## config.mk

```make
export PLATFORM = sky130hd
export DESIGN_NAME = decode_stage
export DESIGN_NICKNAME = d
export VERILOG_FILES = /design/src/isa_pkg.sv /design/src/pipe_pkg.sv /design/src/decode_if.sv /design/src/instr_decoder.sv /design/src/hazard_unit.sv /design/src/decode_stage.sv
export SDC_FILE = /design/constraint.sdc
export NUM_CORES = 1
export LEC_CHECK = 0
export BUFFER_PORTS_ARGS = -buffer_cell sky130_fd_sc_hd__buf_2
export CORE_MARGIN = 5
export CORE_UTILIZATION = 54
export CTS_BUF_LIST = sky130_fd_sc_hd__clkbuf_8
export DETAILED_ROUTE_END_ITERATION = 8
export PLACE_DENSITY = 0.94
export REMOVE_ABC_BUFFERS = 1
export SYNTH_ARGS = -nofsm -noshare
export SYNTH_HDL_FRONTEND = slang
export SYNTH_HIERARCHICAL = 1
export SYNTH_SLANG_ARGS = --single-unit
```

## constraint.sdc

```tcl
create_clock -name clk -period 4.6 [get_ports clk]
set_clock_uncertainty 0.1 [all_clocks]
set_input_delay 0.46 -clock clk [delete_from_list [all_inputs] [get_ports clk]]
set_output_delay 0.46 -clock clk [all_outputs]
set_load 0.03 [all_outputs]
```

## src/isa_pkg.sv

```systemverilog
// RV32I base integer ISA only, no M extension and no compressed encodings
// AUIPC has no operation of its own and decodes to ADD with the PC as
// first operand
package isa_pkg;

    ////////////////////////////////////////
    // Major opcodes, instruction bits 6:0
    ////////////////////////////////////////

    localparam logic [6:0] OPC_LUI      = 7'b0110111;
    localparam logic [6:0] OPC_AUIPC    = 7'b0010111;
    localparam logic [6:0] OPC_JAL      = 7'b1101111;
    localparam logic [6:0] OPC_JALR     = 7'b1100111;
    localparam logic [6:0] OPC_BRANCH   = 7'b1100011;
    localparam logic [6:0] OPC_LOAD     = 7'b0000011;
    localparam logic [6:0] OPC_STORE    = 7'b0100011;
    localparam logic [6:0] OPC_OP_IMM   = 7'b0010011;
    localparam logic [6:0] OPC_OP       = 7'b0110011;
    localparam logic [6:0] OPC_MISC_MEM = 7'b0001111;
    localparam logic [6:0] OPC_SYSTEM   = 7'b1110011;

    ////////////////////////////////////////
    // Instruction formats
    ////////////////////////////////////////

    // SYSTEM, MISC-MEM and unknown opcodes count as R
    typedef enum logic [2:0] {
        R_TYPE,
        I_TYPE,
        S_TYPE,
        B_TYPE,
        U_TYPE,
        J_TYPE
    } format_e;

    ////////////////////////////////////////
    // Operations handed to execute
    ////////////////////////////////////////

    typedef enum logic [5:0] {
        // Bubble and undecodable word
        NOP, INVALID,
        // Arithmetic and logic, register or immediate
        LUI, ADD, SUB, SLL, SLT, SLTU, XOR, SRL, SRA, OR, AND,
        // Jumps
        JAL, JALR,
        // Branches
        BEQ, BNE, BLT, BGE, BLTU, BGEU,
        // Loads
        LB, LH, LW, LBU, LHU,
        // Stores
        SB, SH, SW,
        // Privileged and system
        ECALL, EBREAK, SRET, MRET, WFI,
        // CSR access
        CSRRW, CSRRS, CSRRC, CSRRWI, CSRRSI, CSRRCI
    } op_e;

endpackage

```

## src/pipe_pkg.sv

```systemverilog
// Data types on the pipeline and register bank ports
// Widths are fixed by RV32I
package pipe_pkg;

    // One machine word, used for instruction, PC, operands and register data
    typedef logic [31:0] word_t;

    // Register index, x0 to x31
    typedef logic [4:0] reg_addr_t;

endpackage

```

## src/decode_if.sv

```systemverilog
// Decoded fields of the effective instruction, valid in the same cycle
// The stage reads op, format and imm straight from its own instance
interface decode_if;

    pipe_pkg::reg_addr_t rs1;
    pipe_pkg::reg_addr_t rs2;
    pipe_pkg::reg_addr_t rd;
    isa_pkg::op_e        op;
    isa_pkg::format_e    format;
    pipe_pkg::word_t     imm;

    // Operand and memory usage, for hazard checks
    logic                use_rs1;
    logic                use_rs2;
    logic                use_mem;
    logic                is_store;

    modport decoder (
        output rs1, rs2, rd, op, format, imm,
        output use_rs1, use_rs2, use_mem, is_store
    );

    modport hazard (
        input rs1, rs2, rd,
        input use_rs1, use_rs2, use_mem, is_store
    );

endinterface

```

## src/instr_decoder.sv

```systemverilog
// Purely combinational RV32I decoder, zero cycles from word to fields
// Unknown encodings give INVALID with R format and a zero immediate
// FENCE is accepted as NOP
module instr_decoder (
    decode_if.decoder       dec,
    input pipe_pkg::word_t  instr_i
);
    import isa_pkg::*;
    import pipe_pkg::*;

    logic [6:0] opcode;
    logic [2:0] funct3;
    logic [6:0] funct7;
    format_e    fmt;
    op_e        op_branch;
    op_e        op_load;
    op_e        op_store;
    op_e        op_imm;
    op_e        op_reg;
    op_e        op_system;
    word_t      imm_i;
    word_t      imm_s;
    word_t      imm_b;
    word_t      imm_u;
    word_t      imm_j;

    assign opcode = instr_i[6:0];
    assign funct3 = instr_i[14:12];
    assign funct7 = instr_i[31:25];

    ////////////////////////////////////////
    // Operation per opcode group
    ////////////////////////////////////////

    always_comb begin
        unique case (funct3)
            3'b000:  op_branch = BEQ;
            3'b001:  op_branch = BNE;
            3'b100:  op_branch = BLT;
            3'b101:  op_branch = BGE;
            3'b110:  op_branch = BLTU;
            3'b111:  op_branch = BGEU;
            default: op_branch = INVALID;
        endcase
    end

    always_comb begin
        unique case (funct3)
            3'b000:  op_load = LB;
            3'b001:  op_load = LH;
            3'b010:  op_load = LW;
            3'b100:  op_load = LBU;
            3'b101:  op_load = LHU;
            default: op_load = INVALID;
        endcase
    end

    always_comb begin
        unique case (funct3)
            3'b000:  op_store = SB;
            3'b001:  op_store = SH;
            3'b010:  op_store = SW;
            default: op_store = INVALID;
        endcase
    end

    // Shift immediates still constrain funct7
    always_comb begin
        unique case ({funct7, funct3}) inside
            10'b???????000: op_imm = ADD;
            10'b0000000001: op_imm = SLL;
            10'b???????010: op_imm = SLT;
            10'b???????011: op_imm = SLTU;
            10'b???????100: op_imm = XOR;
            10'b0000000101: op_imm = SRL;
            10'b0100000101: op_imm = SRA;
            10'b???????110: op_imm = OR;
            10'b???????111: op_imm = AND;
            default:        op_imm = INVALID;
        endcase
    end

    always_comb begin
        unique case ({funct7, funct3})
            10'b0000000000: op_reg = ADD;
            10'b0100000000: op_reg = SUB;
            10'b0000000001: op_reg = SLL;
            10'b0000000010: op_reg = SLT;
            10'b0000000011: op_reg = SLTU;
            10'b0000000100: op_reg = XOR;
            10'b0000000101: op_reg = SRL;
            10'b0100000101: op_reg = SRA;
            10'b0000000110: op_reg = OR;
            10'b0000000111: op_reg = AND;
            default:        op_reg = INVALID;
        endcase
    end

    // Bits 31:7, privileged forms first as exact words
    always_comb begin
        unique case (instr_i[31:7]) inside
            25'b0000000000000000000000000: op_system = ECALL;
            25'b0000000000010000000000000: op_system = EBREAK;
            25'b0001000000100000000000000: op_system = SRET;
            25'b0011000000100000000000000: op_system = MRET;
            25'b0001000001010000000000000: op_system = WFI;
            25'b?????????????????001?????: op_system = CSRRW;
            25'b?????????????????010?????: op_system = CSRRS;
            25'b?????????????????011?????: op_system = CSRRC;
            25'b?????????????????101?????: op_system = CSRRWI;
            25'b?????????????????110?????: op_system = CSRRSI;
            25'b?????????????????111?????: op_system = CSRRCI;
            default:                       op_system = INVALID;
        endcase
    end

    always_comb begin
        unique case (opcode)
            OPC_LUI:      dec.op = LUI;
            OPC_AUIPC:    dec.op = ADD;
            OPC_JAL:      dec.op = JAL;
            OPC_JALR:     dec.op = (funct3 == 3'b000) ? JALR : INVALID;
            OPC_BRANCH:   dec.op = op_branch;
            OPC_LOAD:     dec.op = op_load;
            OPC_STORE:    dec.op = op_store;
            OPC_OP_IMM:   dec.op = op_imm;
            OPC_OP:       dec.op = op_reg;
            OPC_MISC_MEM: dec.op = (funct3 == 3'b000) ? NOP : INVALID;
            OPC_SYSTEM:   dec.op = op_system;
            default:      dec.op = INVALID;
        endcase
    end

    ////////////////////////////////////////
    // Format and immediate
    ////////////////////////////////////////

    always_comb begin
        unique case (opcode)
            OPC_JALR, OPC_LOAD, OPC_OP_IMM: fmt = I_TYPE;
            OPC_STORE:                      fmt = S_TYPE;
            OPC_BRANCH:                     fmt = B_TYPE;
            OPC_LUI, OPC_AUIPC:             fmt = U_TYPE;
            OPC_JAL:                        fmt = J_TYPE;
            default:                        fmt = R_TYPE;
        endcase
    end

    assign imm_i = {{21{instr_i[31]}}, instr_i[30:20]};
    assign imm_s = {{21{instr_i[31]}}, instr_i[30:25], instr_i[11:7]};
    assign imm_b = {{20{instr_i[31]}}, instr_i[7], instr_i[30:25], instr_i[11:8], 1'b0};
    assign imm_u = {instr_i[31:12], 12'b0};
    assign imm_j = {{12{instr_i[31]}}, instr_i[19:12], instr_i[20], instr_i[30:21], 1'b0};

    always_comb begin
        unique case (fmt)
            I_TYPE:  dec.imm = imm_i;
            S_TYPE:  dec.imm = imm_s;
            B_TYPE:  dec.imm = imm_b;
            U_TYPE:  dec.imm = imm_u;
            J_TYPE:  dec.imm = imm_j;
            default: dec.imm = '0;
        endcase
    end

    assign dec.format = fmt;

    // Register fields are taken whatever the format
    assign dec.rs1 = instr_i[19:15];
    assign dec.rs2 = instr_i[24:20];
    assign dec.rd  = instr_i[11:7];

    assign dec.use_rs1  = (fmt == R_TYPE) || (fmt == I_TYPE) || (fmt == S_TYPE) || (fmt == B_TYPE);
    assign dec.use_rs2  = (fmt == R_TYPE) || (fmt == S_TYPE) || (fmt == B_TYPE);
    assign dec.use_mem  = (opcode == OPC_LOAD) || (opcode == OPC_STORE);
    assign dec.is_store = (opcode == OPC_STORE);

endmodule

```

## src/hazard_unit.sv

```systemverilog
// One-entry lock against the instruction accepted one cycle earlier
// Older producers are not tracked and must be covered by forwarding
// Any rd is locked, even for formats that write no register
module hazard_unit (
    input  logic      clk,
    input  logic      reset,
    input  logic      stall_i,
    decode_if.hazard  hz,
    output logic      hazard_o
);
    import pipe_pkg::*;

    reg_addr_t locked_reg;
    logic      locked_mem;
    logic      hazard_rs1;
    logic      hazard_rs2;
    logic      hazard_mem;

    ////////////////////////////////////////
    // Hazard decision
    ////////////////////////////////////////

    // x0 is never a dependency
    assign hazard_rs1 = hz.use_rs1 && (hz.rs1 == locked_reg) && (hz.rs1 != '0);
    assign hazard_rs2 = hz.use_rs2 && (hz.rs2 == locked_reg) && (hz.rs2 != '0);

    // Memory access right behind a store
    assign hazard_mem = locked_mem && hz.use_mem;

    // A stalled stage issues nothing, so no bubble either
    assign hazard_o = (hazard_rs1 || hazard_rs2 || hazard_mem) && !stall_i;

    ////////////////////////////////////////
    // Lock register
    ////////////////////////////////////////

    always_ff @(posedge clk) begin
        if (reset || hazard_o) begin
            locked_reg <= '0;
            locked_mem <= 1'b0;
        end else if (!stall_i) begin
            locked_reg <= hz.rd;
            locked_mem <= hz.is_store;
        end
    end

endmodule

```

## src/decode_stage.sv

```systemverilog
// RV32I decode stage, one cycle from accepted instruction to outputs
// Register bank must answer rs1/rs2 addresses in the same cycle
// Upstream holds pc_i while a stall or a hazard is being replayed
// Only one instruction in flight, hazards checked against the last one
module decode_stage (
    input  logic                clk,
    input  logic                reset,
    input  logic                stall_i,
    input  pipe_pkg::word_t     instr_i,
    input  pipe_pkg::word_t     pc_i,
    input  pipe_pkg::word_t     rs1_data_i,
    input  pipe_pkg::word_t     rs2_data_i,
    output pipe_pkg::reg_addr_t rs1_addr_o,
    output pipe_pkg::reg_addr_t rs2_addr_o,
    output isa_pkg::op_e        op_o,
    output pipe_pkg::reg_addr_t rd_o,
    output pipe_pkg::word_t     first_o,
    output pipe_pkg::word_t     second_o,
    output pipe_pkg::word_t     third_o,
    output pipe_pkg::word_t     pc_o,
    output logic                hazard_o,
    output logic                illegal_o,
    output logic                misaligned_o
);
    import isa_pkg::*;
    import pipe_pkg::*;

    decode_if dec ();

    word_t instr_eff;
    word_t instr_last;
    logic  replay;
    word_t first_op;
    word_t second_op;
    word_t third_op;

    ////////////////////////////////////////
    // Replay of the held instruction
    ////////////////////////////////////////

    always_ff @(posedge clk) begin
        instr_last <= instr_eff;
    end

    always_ff @(posedge clk) begin
        if (reset) begin
            replay <= 1'b0;
        end else begin
            replay <= hazard_o || stall_i;
        end
    end

    assign instr_eff = replay ? instr_last : instr_i;

    instr_decoder i_instr_decoder (
        .dec     (dec),
        .instr_i (instr_eff)
    );

    hazard_unit i_hazard_unit (
        .clk      (clk),
        .reset    (reset),
        .stall_i  (stall_i),
        .hz       (dec),
        .hazard_o (hazard_o)
    );

    assign rs1_addr_o = dec.rs1;
    assign rs2_addr_o = dec.rs2;

    ////////////////////////////////////////
    // Operand routing by format
    ////////////////////////////////////////

    always_comb begin
        unique case (dec.format)
            U_TYPE, J_TYPE: begin
                first_op  = pc_i;
                second_op = dec.imm;
                third_op  = dec.imm;
            end
            R_TYPE, B_TYPE: begin
                first_op  = rs1_data_i;
                second_op = rs2_data_i;
                third_op  = dec.imm;
            end
            // Store data travels in the third operand
            S_TYPE: begin
                first_op  = rs1_data_i;
                second_op = dec.imm;
                third_op  = rs2_data_i;
            end
            default: begin
                first_op  = rs1_data_i;
                second_op = dec.imm;
                third_op  = dec.imm;
            end
        endcase
    end

    ////////////////////////////////////////
    // Output register, bubble on hazard
    ////////////////////////////////////////

    always_ff @(posedge clk) begin
        if (reset || hazard_o) begin
            op_o         <= NOP;
            rd_o         <= '0;
            first_o      <= '0;
            second_o     <= '0;
            third_o      <= '0;
            pc_o         <= '0;
            illegal_o    <= 1'b0;
            misaligned_o <= 1'b0;
        end else if (!stall_i) begin
            op_o         <= dec.op;
            rd_o         <= dec.rd;
            first_o      <= first_op;
            second_o     <= second_op;
            third_o      <= third_op;
            pc_o         <= pc_i;
            illegal_o    <= (dec.op == INVALID);
            misaligned_o <= (pc_i[1:0] != 2'b00);
        end
    end

endmodule

```

### After elaboration in Yosys (flattened, before gate mapping)

Index checks and enable logic that the tools add are counted.
W data, S select, Z words.

* output and inout port bits: 152
* bits in registers: 175
* logic and storage cells: 93
* input bits: 131

* reductions and logical operators: 28
* equality and inequality tests: 39
* muxes and demuxes: 15

Operator list (number)
* $pmux W32 S5: 1
* $pmux W6 S11: 2
* $mux W32: 4
* $eq A25 B22 Y1 const B: 2
* $eq A10 B3 Y1 const B: 4
* $pmux W4 S10: 1
* $pmux W4 S9: 1
* $pmux W5 S6: 1
* $eq A7 B7 Y1 const B: 4
* $eq A25 B14 Y1 const B: 1
* $eq A25 B23 Y1 const B: 1
* $logic_not A25 Y1: 1
* $pmux W5 S5: 1
* $eq A7 B6 Y1 const B: 3
* $eq A10 B2 Y1 const B: 2
* $eq A10 B9 Y1 const B: 2
* $eq A3 B3 Y1 const B: 6
* $pmux W3 S5: 1
* $pmux W5 S3: 1
* $eq A7 B5 Y1 const B: 2
* $eq A3 B2 Y1 const B: 4
* $eq A10 B1 Y1 const B: 1
* $eq A5 B5 Y1: 2
* $logic_not A10 Y1: 1
* 14 further kinds: 33

### Longest topological paths before layout

* depth after elaboration: 14
* mapped depth: 17
* mapped depth without buffers: 12

### Modules after synthesis

The synthesis kept the hierarchy.

By module, submodules not included
* decode_stage: area an instance 7433.4 µm², times used 1, cells an instance 732
* instr_decoder: area an instance 1521.5 µm², times used 1, cells an instance 233
* hazard_unit: area an instance 425.4 µm², times used 1, cells an instance 50

### Least setup slack after synthesis

Ideal clock, no wire load.

* path type: flip-flop to flip-flop
* start: register replay
* end: register first_o[30]
* arrival time: 3.697 ns
* period minus slack after synthesis: 3.929 ns
* data required time: 4.367 ns
* slack: 0.671 ns
* stages on the path, launching flop included: 18
* setup time: 0.133 ns
* path through: dfxtp_1 clkbuf_1 buf_2 mux2_2 buf_2 and4b_1 and2_1 a21o_1 buf_2 nor2_1 nand2_1 a211oi_2 o31a_1 or2_2 clkbuf_1 buf_1 o21bai_1 a21oi_1

* elaborated cells between the ends (all ways): 39

RTL lines
* start: declaration: line decode_stage.sv:32 `logic replay;`
* start signal: assignment: line decode_stage.sv:49 `replay <= hazard_o || stall_i;`
* $mux W32 (*): line decode_stage.sv:53 `assign instr_eff = replay ? instr_last : instr_i;`
* named net instr_eff[5]: line decode_stage.sv:30 `word_t instr_eff;`
* $eq A7 B7 Y1 (tied with other cells): line instr_decoder.sv:139 `unique case (opcode)`
* $reduce_or A3 Y1 or $reduce_or A2 Y1 (tied branches): line instr_decoder.sv:139
* $pmux W3 S5 (*): line instr_decoder.sv:139
* named net dec.format[2]: line decode_if.sv:9 `isa_pkg::format_e format;`
* $eq A3 B2 Y1 or $logic_not A3 Y1 (tied branches): line instr_decoder.sv:174 `assign dec.use_rs2 = (fmt == R_TYPE) || (fmt == S_TYPE) || (fmt == B_TYPE);`
* $logic_or A1 B1 Y1: line instr_decoder.sv:174
* $logic_or A1 B1 Y1 (*): line instr_decoder.sv:174
* named net dec.use_rs2: line decode_if.sv:14 `logic use_rs2;`
* $logic_and A1 B1 Y1 (*) (2 in series): line hazard_unit.sv:25 `assign hazard_rs2 = hz.use_rs2 && (hz.rs2 == locked_reg) && (hz.rs2 != '0);`
* $logic_or A1 B1 Y1 (*) (2 in series): line hazard_unit.sv:31 `assign hazard_o = (hazard_rs1 || hazard_rs2 || hazard_mem) && !stall_i;`
* $logic_and A1 B1 Y1 (*): line hazard_unit.sv:31
* named net hazard_o: line decode_stage.sv:21 `output logic hazard_o,`
* $logic_or A1 B1 Y1 (*): line decode_stage.sv:106 `if (reset || hazard_o) begin`
* end signal: assignment: line decode_stage.sv:118 `first_o <= first_op;`
* end: declaration: line decode_stage.sv:17 `output pipe_pkg::word_t first_o,`

Mark *: on every way through the listed nets, which the timed path passes. The rest lies on a longest branch.
A chain may end at the register's enable or synchronous reset.

### Worst setup path after layout

* start: register replay
* end: output port hazard_o

* elaborated cells between the ends (all ways): 34

RTL lines (line)
* $mux W32 (*): decode_stage.sv:53
* named net instr_eff[6]: decode_stage.sv:30
* $eq A7 B7 Y1 (tied with other cells): instr_decoder.sv:139
* $reduce_or A3 Y1 or $reduce_or A2 Y1 (tied branches): instr_decoder.sv:139
* $pmux W3 S5 (*): instr_decoder.sv:139
* named net dec.format[2]: decode_if.sv:9
* $eq A3 B2 Y1 or $logic_not A3 Y1 (tied branches): instr_decoder.sv:174
* $logic_or A1 B1 Y1: instr_decoder.sv:174
* $logic_or A1 B1 Y1 (*): instr_decoder.sv:174
* named net dec.use_rs2: decode_if.sv:14
* $logic_and A1 B1 Y1 (*) (2 in series): hazard_unit.sv:25
* $logic_or A1 B1 Y1 (*) (2 in series): hazard_unit.sv:31
* $logic_and A1 B1 Y1 (*): hazard_unit.sv:31
* end: declaration: decode_stage.sv:21

Marks and branches as above.

==> results.txt <==
The kind of launch point of the worst setup path is a register. The post-synthesis sequential area ratio came out at 0.384. The buffer type at the clock tree root is sky130_fd_sc_hd__clkbuf_8. The y dimension of the die is 142 um.

The total buffers and inverters traversed by the critical path came out at 1. The maximum fanout along the worst path is 24. The first routing iteration left 748 violations. The detailed-router iteration count before antenna repair is 6. The proportion of register bits with asynchronous set or reset after synthesis is 0. The number of placement rows is 48. The first-pass GRT wire length came out at 44,600 um. Once the clock tree was built, the setup fixing pass inserted 0 buffers. Of the total synthesized cell area, the portion taken by full adders, half adders and majority gates is 0.

The critical path starts at replay. The final cell utilization of the core is 0.646. The worst hold path belongs to the class primary input to register.

The total negative slack for setup checks came out at 0 ns. By area, the combinational part of the netlist is dominated by compound AO/OA/AOI/OAI gates. The count of hold buffers inserted by post-cts repair came out at 0. At the later pin of the worst-skew pair, clock insertion delay measures 0.45 ns. The layout has 1,387 filler cells. The synthesized area divided by synthesized cell count is ~9.2 um^2. The final weighted congestion of routability-driven global placement is 0.966. The biggest cell delay along the critical path came out at ~0.56 ns. The count of cells along the worst register-to-register path is 12. The ratio of routed vias to standard cells came out at 6.04. TritonCTS built the clock tree. The mux share of post-synthesis cell area came out at 0.118. After clock tree synthesis, the clock-pin slew on the worst setup and hold paths is 0.11 ns.

For the pin with the worst max-slew slack, the measured transition is 1.06 ns. The library cell used most frequently in the layout, excluding fill and tap cells, is sky130_fd_sc_hd__buf_2. Of the total synthesized cell area, the portion taken by AND, OR, NAND and NOR gates is 0.117. The flow ran to the end, and the final reports show no timing, DRC or antenna violations. The largest net degree at the start of global routing is around 80. The CTS buffer count came out at 17. The number of violations of the max-capacitance limit is 0. The wire length after detailed routing came out at roughly 28,000 um. The count of buffers inserted at the top-level ports came out at 282. The number of flip-flops and latches in the synthesized netlist is 180. The worst flop-to-flop path endpoint is first_o[29]. Timing analysis after detailed placement gives a worst setup slack of 0.777 ns. The maximum clock rate came out at 251 MHz. After detailed routing, the number of remaining DRC violations is 0.

The via count of the first global-routing pass is 8,776. The H-tree depth reported by CTS came out at 4. The kind of cell with the highest combined delay along the critical path is compound AO/OA/AOI/OAI gates.

The remaining max-slew budget at the tightest pin is 0.296. The number of cells on the critical path came out at 9. On the critical path, the stage with the largest delay is an instance of sky130_fd_sc_hd__dfxtp_1. The maximum clock path buffer count is 2. The count of nets left with antenna violations once routing finished came out at 0.

Setup repair after global routing left no endpoint under its margin. The distinct cell type count of the synthesized netlist came out at 75. The width of the die came out at 142 um. The data required time of the critical path is 4.04 ns.

The total via count in the routed design is 8,837. The HPWL after detailed placement is 20,500 um. Summed over all layers, the global routing overflow is 0. The start of the worst register-to-register path is replay. The final number of hold-violating endpoints was 0. The number of max-slew violations in the final report came out at 0. The worst-case register-to-register setup slack came out at around 0.69 ns. The post-synthesis compound-gate area fraction came out at 0.273. The post-layout net count came out at 1,356.

The share of post-route cells with drive strength above 1 came out at 0.359. The initial utilization of the core area, before any placement, comes to 0.546. Setup violations remaining at the end of the flow were counted as 0. The overall track demand over capacity in global routing came out at 0.274. In this run, post-CTS repair resized a total of 0 instances. The initial antenna violation count was 1. The number of instances in the synthesized netlist came out at 1,015. Pin placement for this block handled 283 I/O pins.

The start-to-end type of the worst setup path is register to output pin. Among all flip-flop cells after synthesis, the most frequent one is sky130_fd_sc_hd__dfxtp_1. The area growth from synthesis to layout is 18.3%.

The maximum resistive drop on vdd came out at 0.237 mV. The average routed wire per standard cell is 19.4 um. The floorplan step defined a die boundary enclosing between 0.02 and 0.025 mm^2. Yosys printed 6 warnings. The power per cell area is between 300 and 400 mW/mm^2. In this run the worst setup path terminates at hazard_o. In the layout the commonest cells are sky130_fd_sc_hd__buf_2 (281), sky130_fd_sc_hd__dfxtp_1 (180), sky130_fd_sc_hd__a21oi_1 (77). The core region is 0.0172 mm^2. Clock tree synthesis found a total of 180 sinks. For this design the static power due to leakage is 5.14 nW. The number of synthesized flops with an enable pin is 0.

Setup slack closes at 0.610 ns. The arrival time at the worst endpoint is 3.43 ns. The post-layout minimum cycle time is between 3 and 4 ns. The xor and xnor fraction of the mapped netlist area came out at 0.0139. The post-synthesis instance area came out at ~0.0094 mm^2. Traced cell by cell, the critical path runs through mux2_2 > and4b_1 > and2_1 > a21o_1 > nor2_1 > nand2_1 > a211oi_2 > o31a_1 > buf_2. The final critical-path share of the clock period is 0.867. The worst setup path is captured at an output pin.
==> synth_stat cells (3+ instances only) <==
| cell | count | area (um^2) |
|---|---|---|
| sky130_fd_sc_hd__a21o_1 | 20 | 150 |
| sky130_fd_sc_hd__nor4_1 | 4 | 25.0 |
| sky130_fd_sc_hd__dfxtp_1 | 180 | 3600 |
| sky130_fd_sc_hd__a21oi_1 | 77 | 385 |
| sky130_fd_sc_hd__a221oi_2 | 60 | 901 |
| sky130_fd_sc_hd__nand4b_1 | 6 | 52.6 |
| sky130_fd_sc_hd__o22ai_1 | 3 | 18.8 |
| sky130_fd_sc_hd__xnor2_1 | 11 | 96.3 |
| sky130_fd_sc_hd__nor2_1 | 61 | 229 |
| sky130_fd_sc_hd__a22oi_1 | 5 | 37.5 |
| sky130_fd_sc_hd__o32ai_1 | 7 | 61.3 |
| sky130_fd_sc_hd__o211ai_1 | 3 | 22.5 |
| sky130_fd_sc_hd__o21bai_1 | 33 | 248 |
| sky130_fd_sc_hd__nand3_1 | 11 | 55.1 |
| sky130_fd_sc_hd__buf_2 | 39 | 195 |
| sky130_fd_sc_hd__clkbuf_1 | 30 | 113 |
| sky130_fd_sc_hd__nor2b_1 | 6 | 37.5 |
| sky130_fd_sc_hd__o21ai_1 | 29 | 145 |
| sky130_fd_sc_hd__buf_1 | 7 | 26.3 |
| sky130_fd_sc_hd__nand2b_1 | 4 | 25.0 |
| sky130_fd_sc_hd__nand4_1 | 8 | 50.1 |
| sky130_fd_sc_hd__o21ai_0 | 15 | 75.1 |
| sky130_fd_sc_hd__a221oi_1 | 4 | 35.0 |
| sky130_fd_sc_hd__a31oi_1 | 34 | 213 |
| sky130_fd_sc_hd__nor3_1 | 12 | 60.1 |
| sky130_fd_sc_hd__nand2_1 | 64 | 240 |
| sky130_fd_sc_hd__buf_4 | 26 | 195 |
| sky130_fd_sc_hd__buf_6 | 5 | 56.3 |
| sky130_fd_sc_hd__and2_1 | 12 | 75.1 |
| sky130_fd_sc_hd__and3_1 | 5 | 31.3 |
| sky130_fd_sc_hd__inv_1 | 72 | 270 |
| sky130_fd_sc_hd__mux2_2 | 32 | 360 |
| sky130_fd_sc_hd__mux2i_1 | 75 | 751 |
==> per-layer routing <==
layer  GRT usage  share of wire
met3      0.0711           0.10
met2       0.455           0.48
met5           0              0
met4       0.141          0.045
met1       0.326           0.37
==> area by class of cell <==
| type | instances | area [um^2] | area share |
|---|---|---|---|
| Tap cell | 225 | 282 | 0.0254 |
| Sequential cell | 180 | 3600 | 0.325 |
| Clock inverter | 15 | 180 | 0.0162 |
| Inverter | 73 | 274 | 0.0247 |
| Clock buffer | 17 | 234 | 0.0211 |
| Timing Repair Buffer | 300 | 1600 | 0.144 |
| Antenna cell | 1 | 2.50 | 0.000225 |
| Multi-Input combinational cell | 653 | 4920 | 0.443 |
==> logic make-up after synthesis <==
group / count (synthesis)
DFF: 180
and+or+nand+nor: 214
xor gates and xnor gates: 14
muxes: 107
AOI/OAI and AO/OA: 318
buffers and inverters: 182
==> worst min-delay path, delay by kind of cell <==
kind / cells / cell delay (ns)
multiplexers: 1 / 0.05
AND/OR/NAND/NOR: 1 / 0.07
buffers and inverters: 1 / 0.09
==> worst min path at each step <==
stage	slack, ns	end	cells after the start	start
floorplan	0.36	i_hazard_unit/locked_mem	2	i_hazard_unit/locked_mem
finish	0.13	pc_o[12]	3	pc_i[12]
detailed placement	0.36	third_o[9]	2	third_o[9]
global placement	0.36	second_o[3]	2	second_o[3]
global route	0.12	pc_o[12]	3	pc_i[12]
CTS	0.11	pc_o[12]	3	pc_i[12]
==> where the power goes <==
part	switching, mW	leakage [nW]	internal [mW]
logic	0.609	3.43	0.314
clock network	0.638	0.214	0.509
registers	0.0654	1.49	1.68
==> stage by stage <==
step	power, mW	area [um^2]	instances	hold slack, ns
global placement	2.66	10700	1431	0.356
detailed placement	2.69	10700	1431	0.362
finish	3.81	11100	1464	0.135
CTS	3.82	11100	1463	0.108
floorplan	2.36	8780	906	0.357
global route	3.99	11100	1464	0.121
No activity file was read; power rests on OpenSTA's default activity.
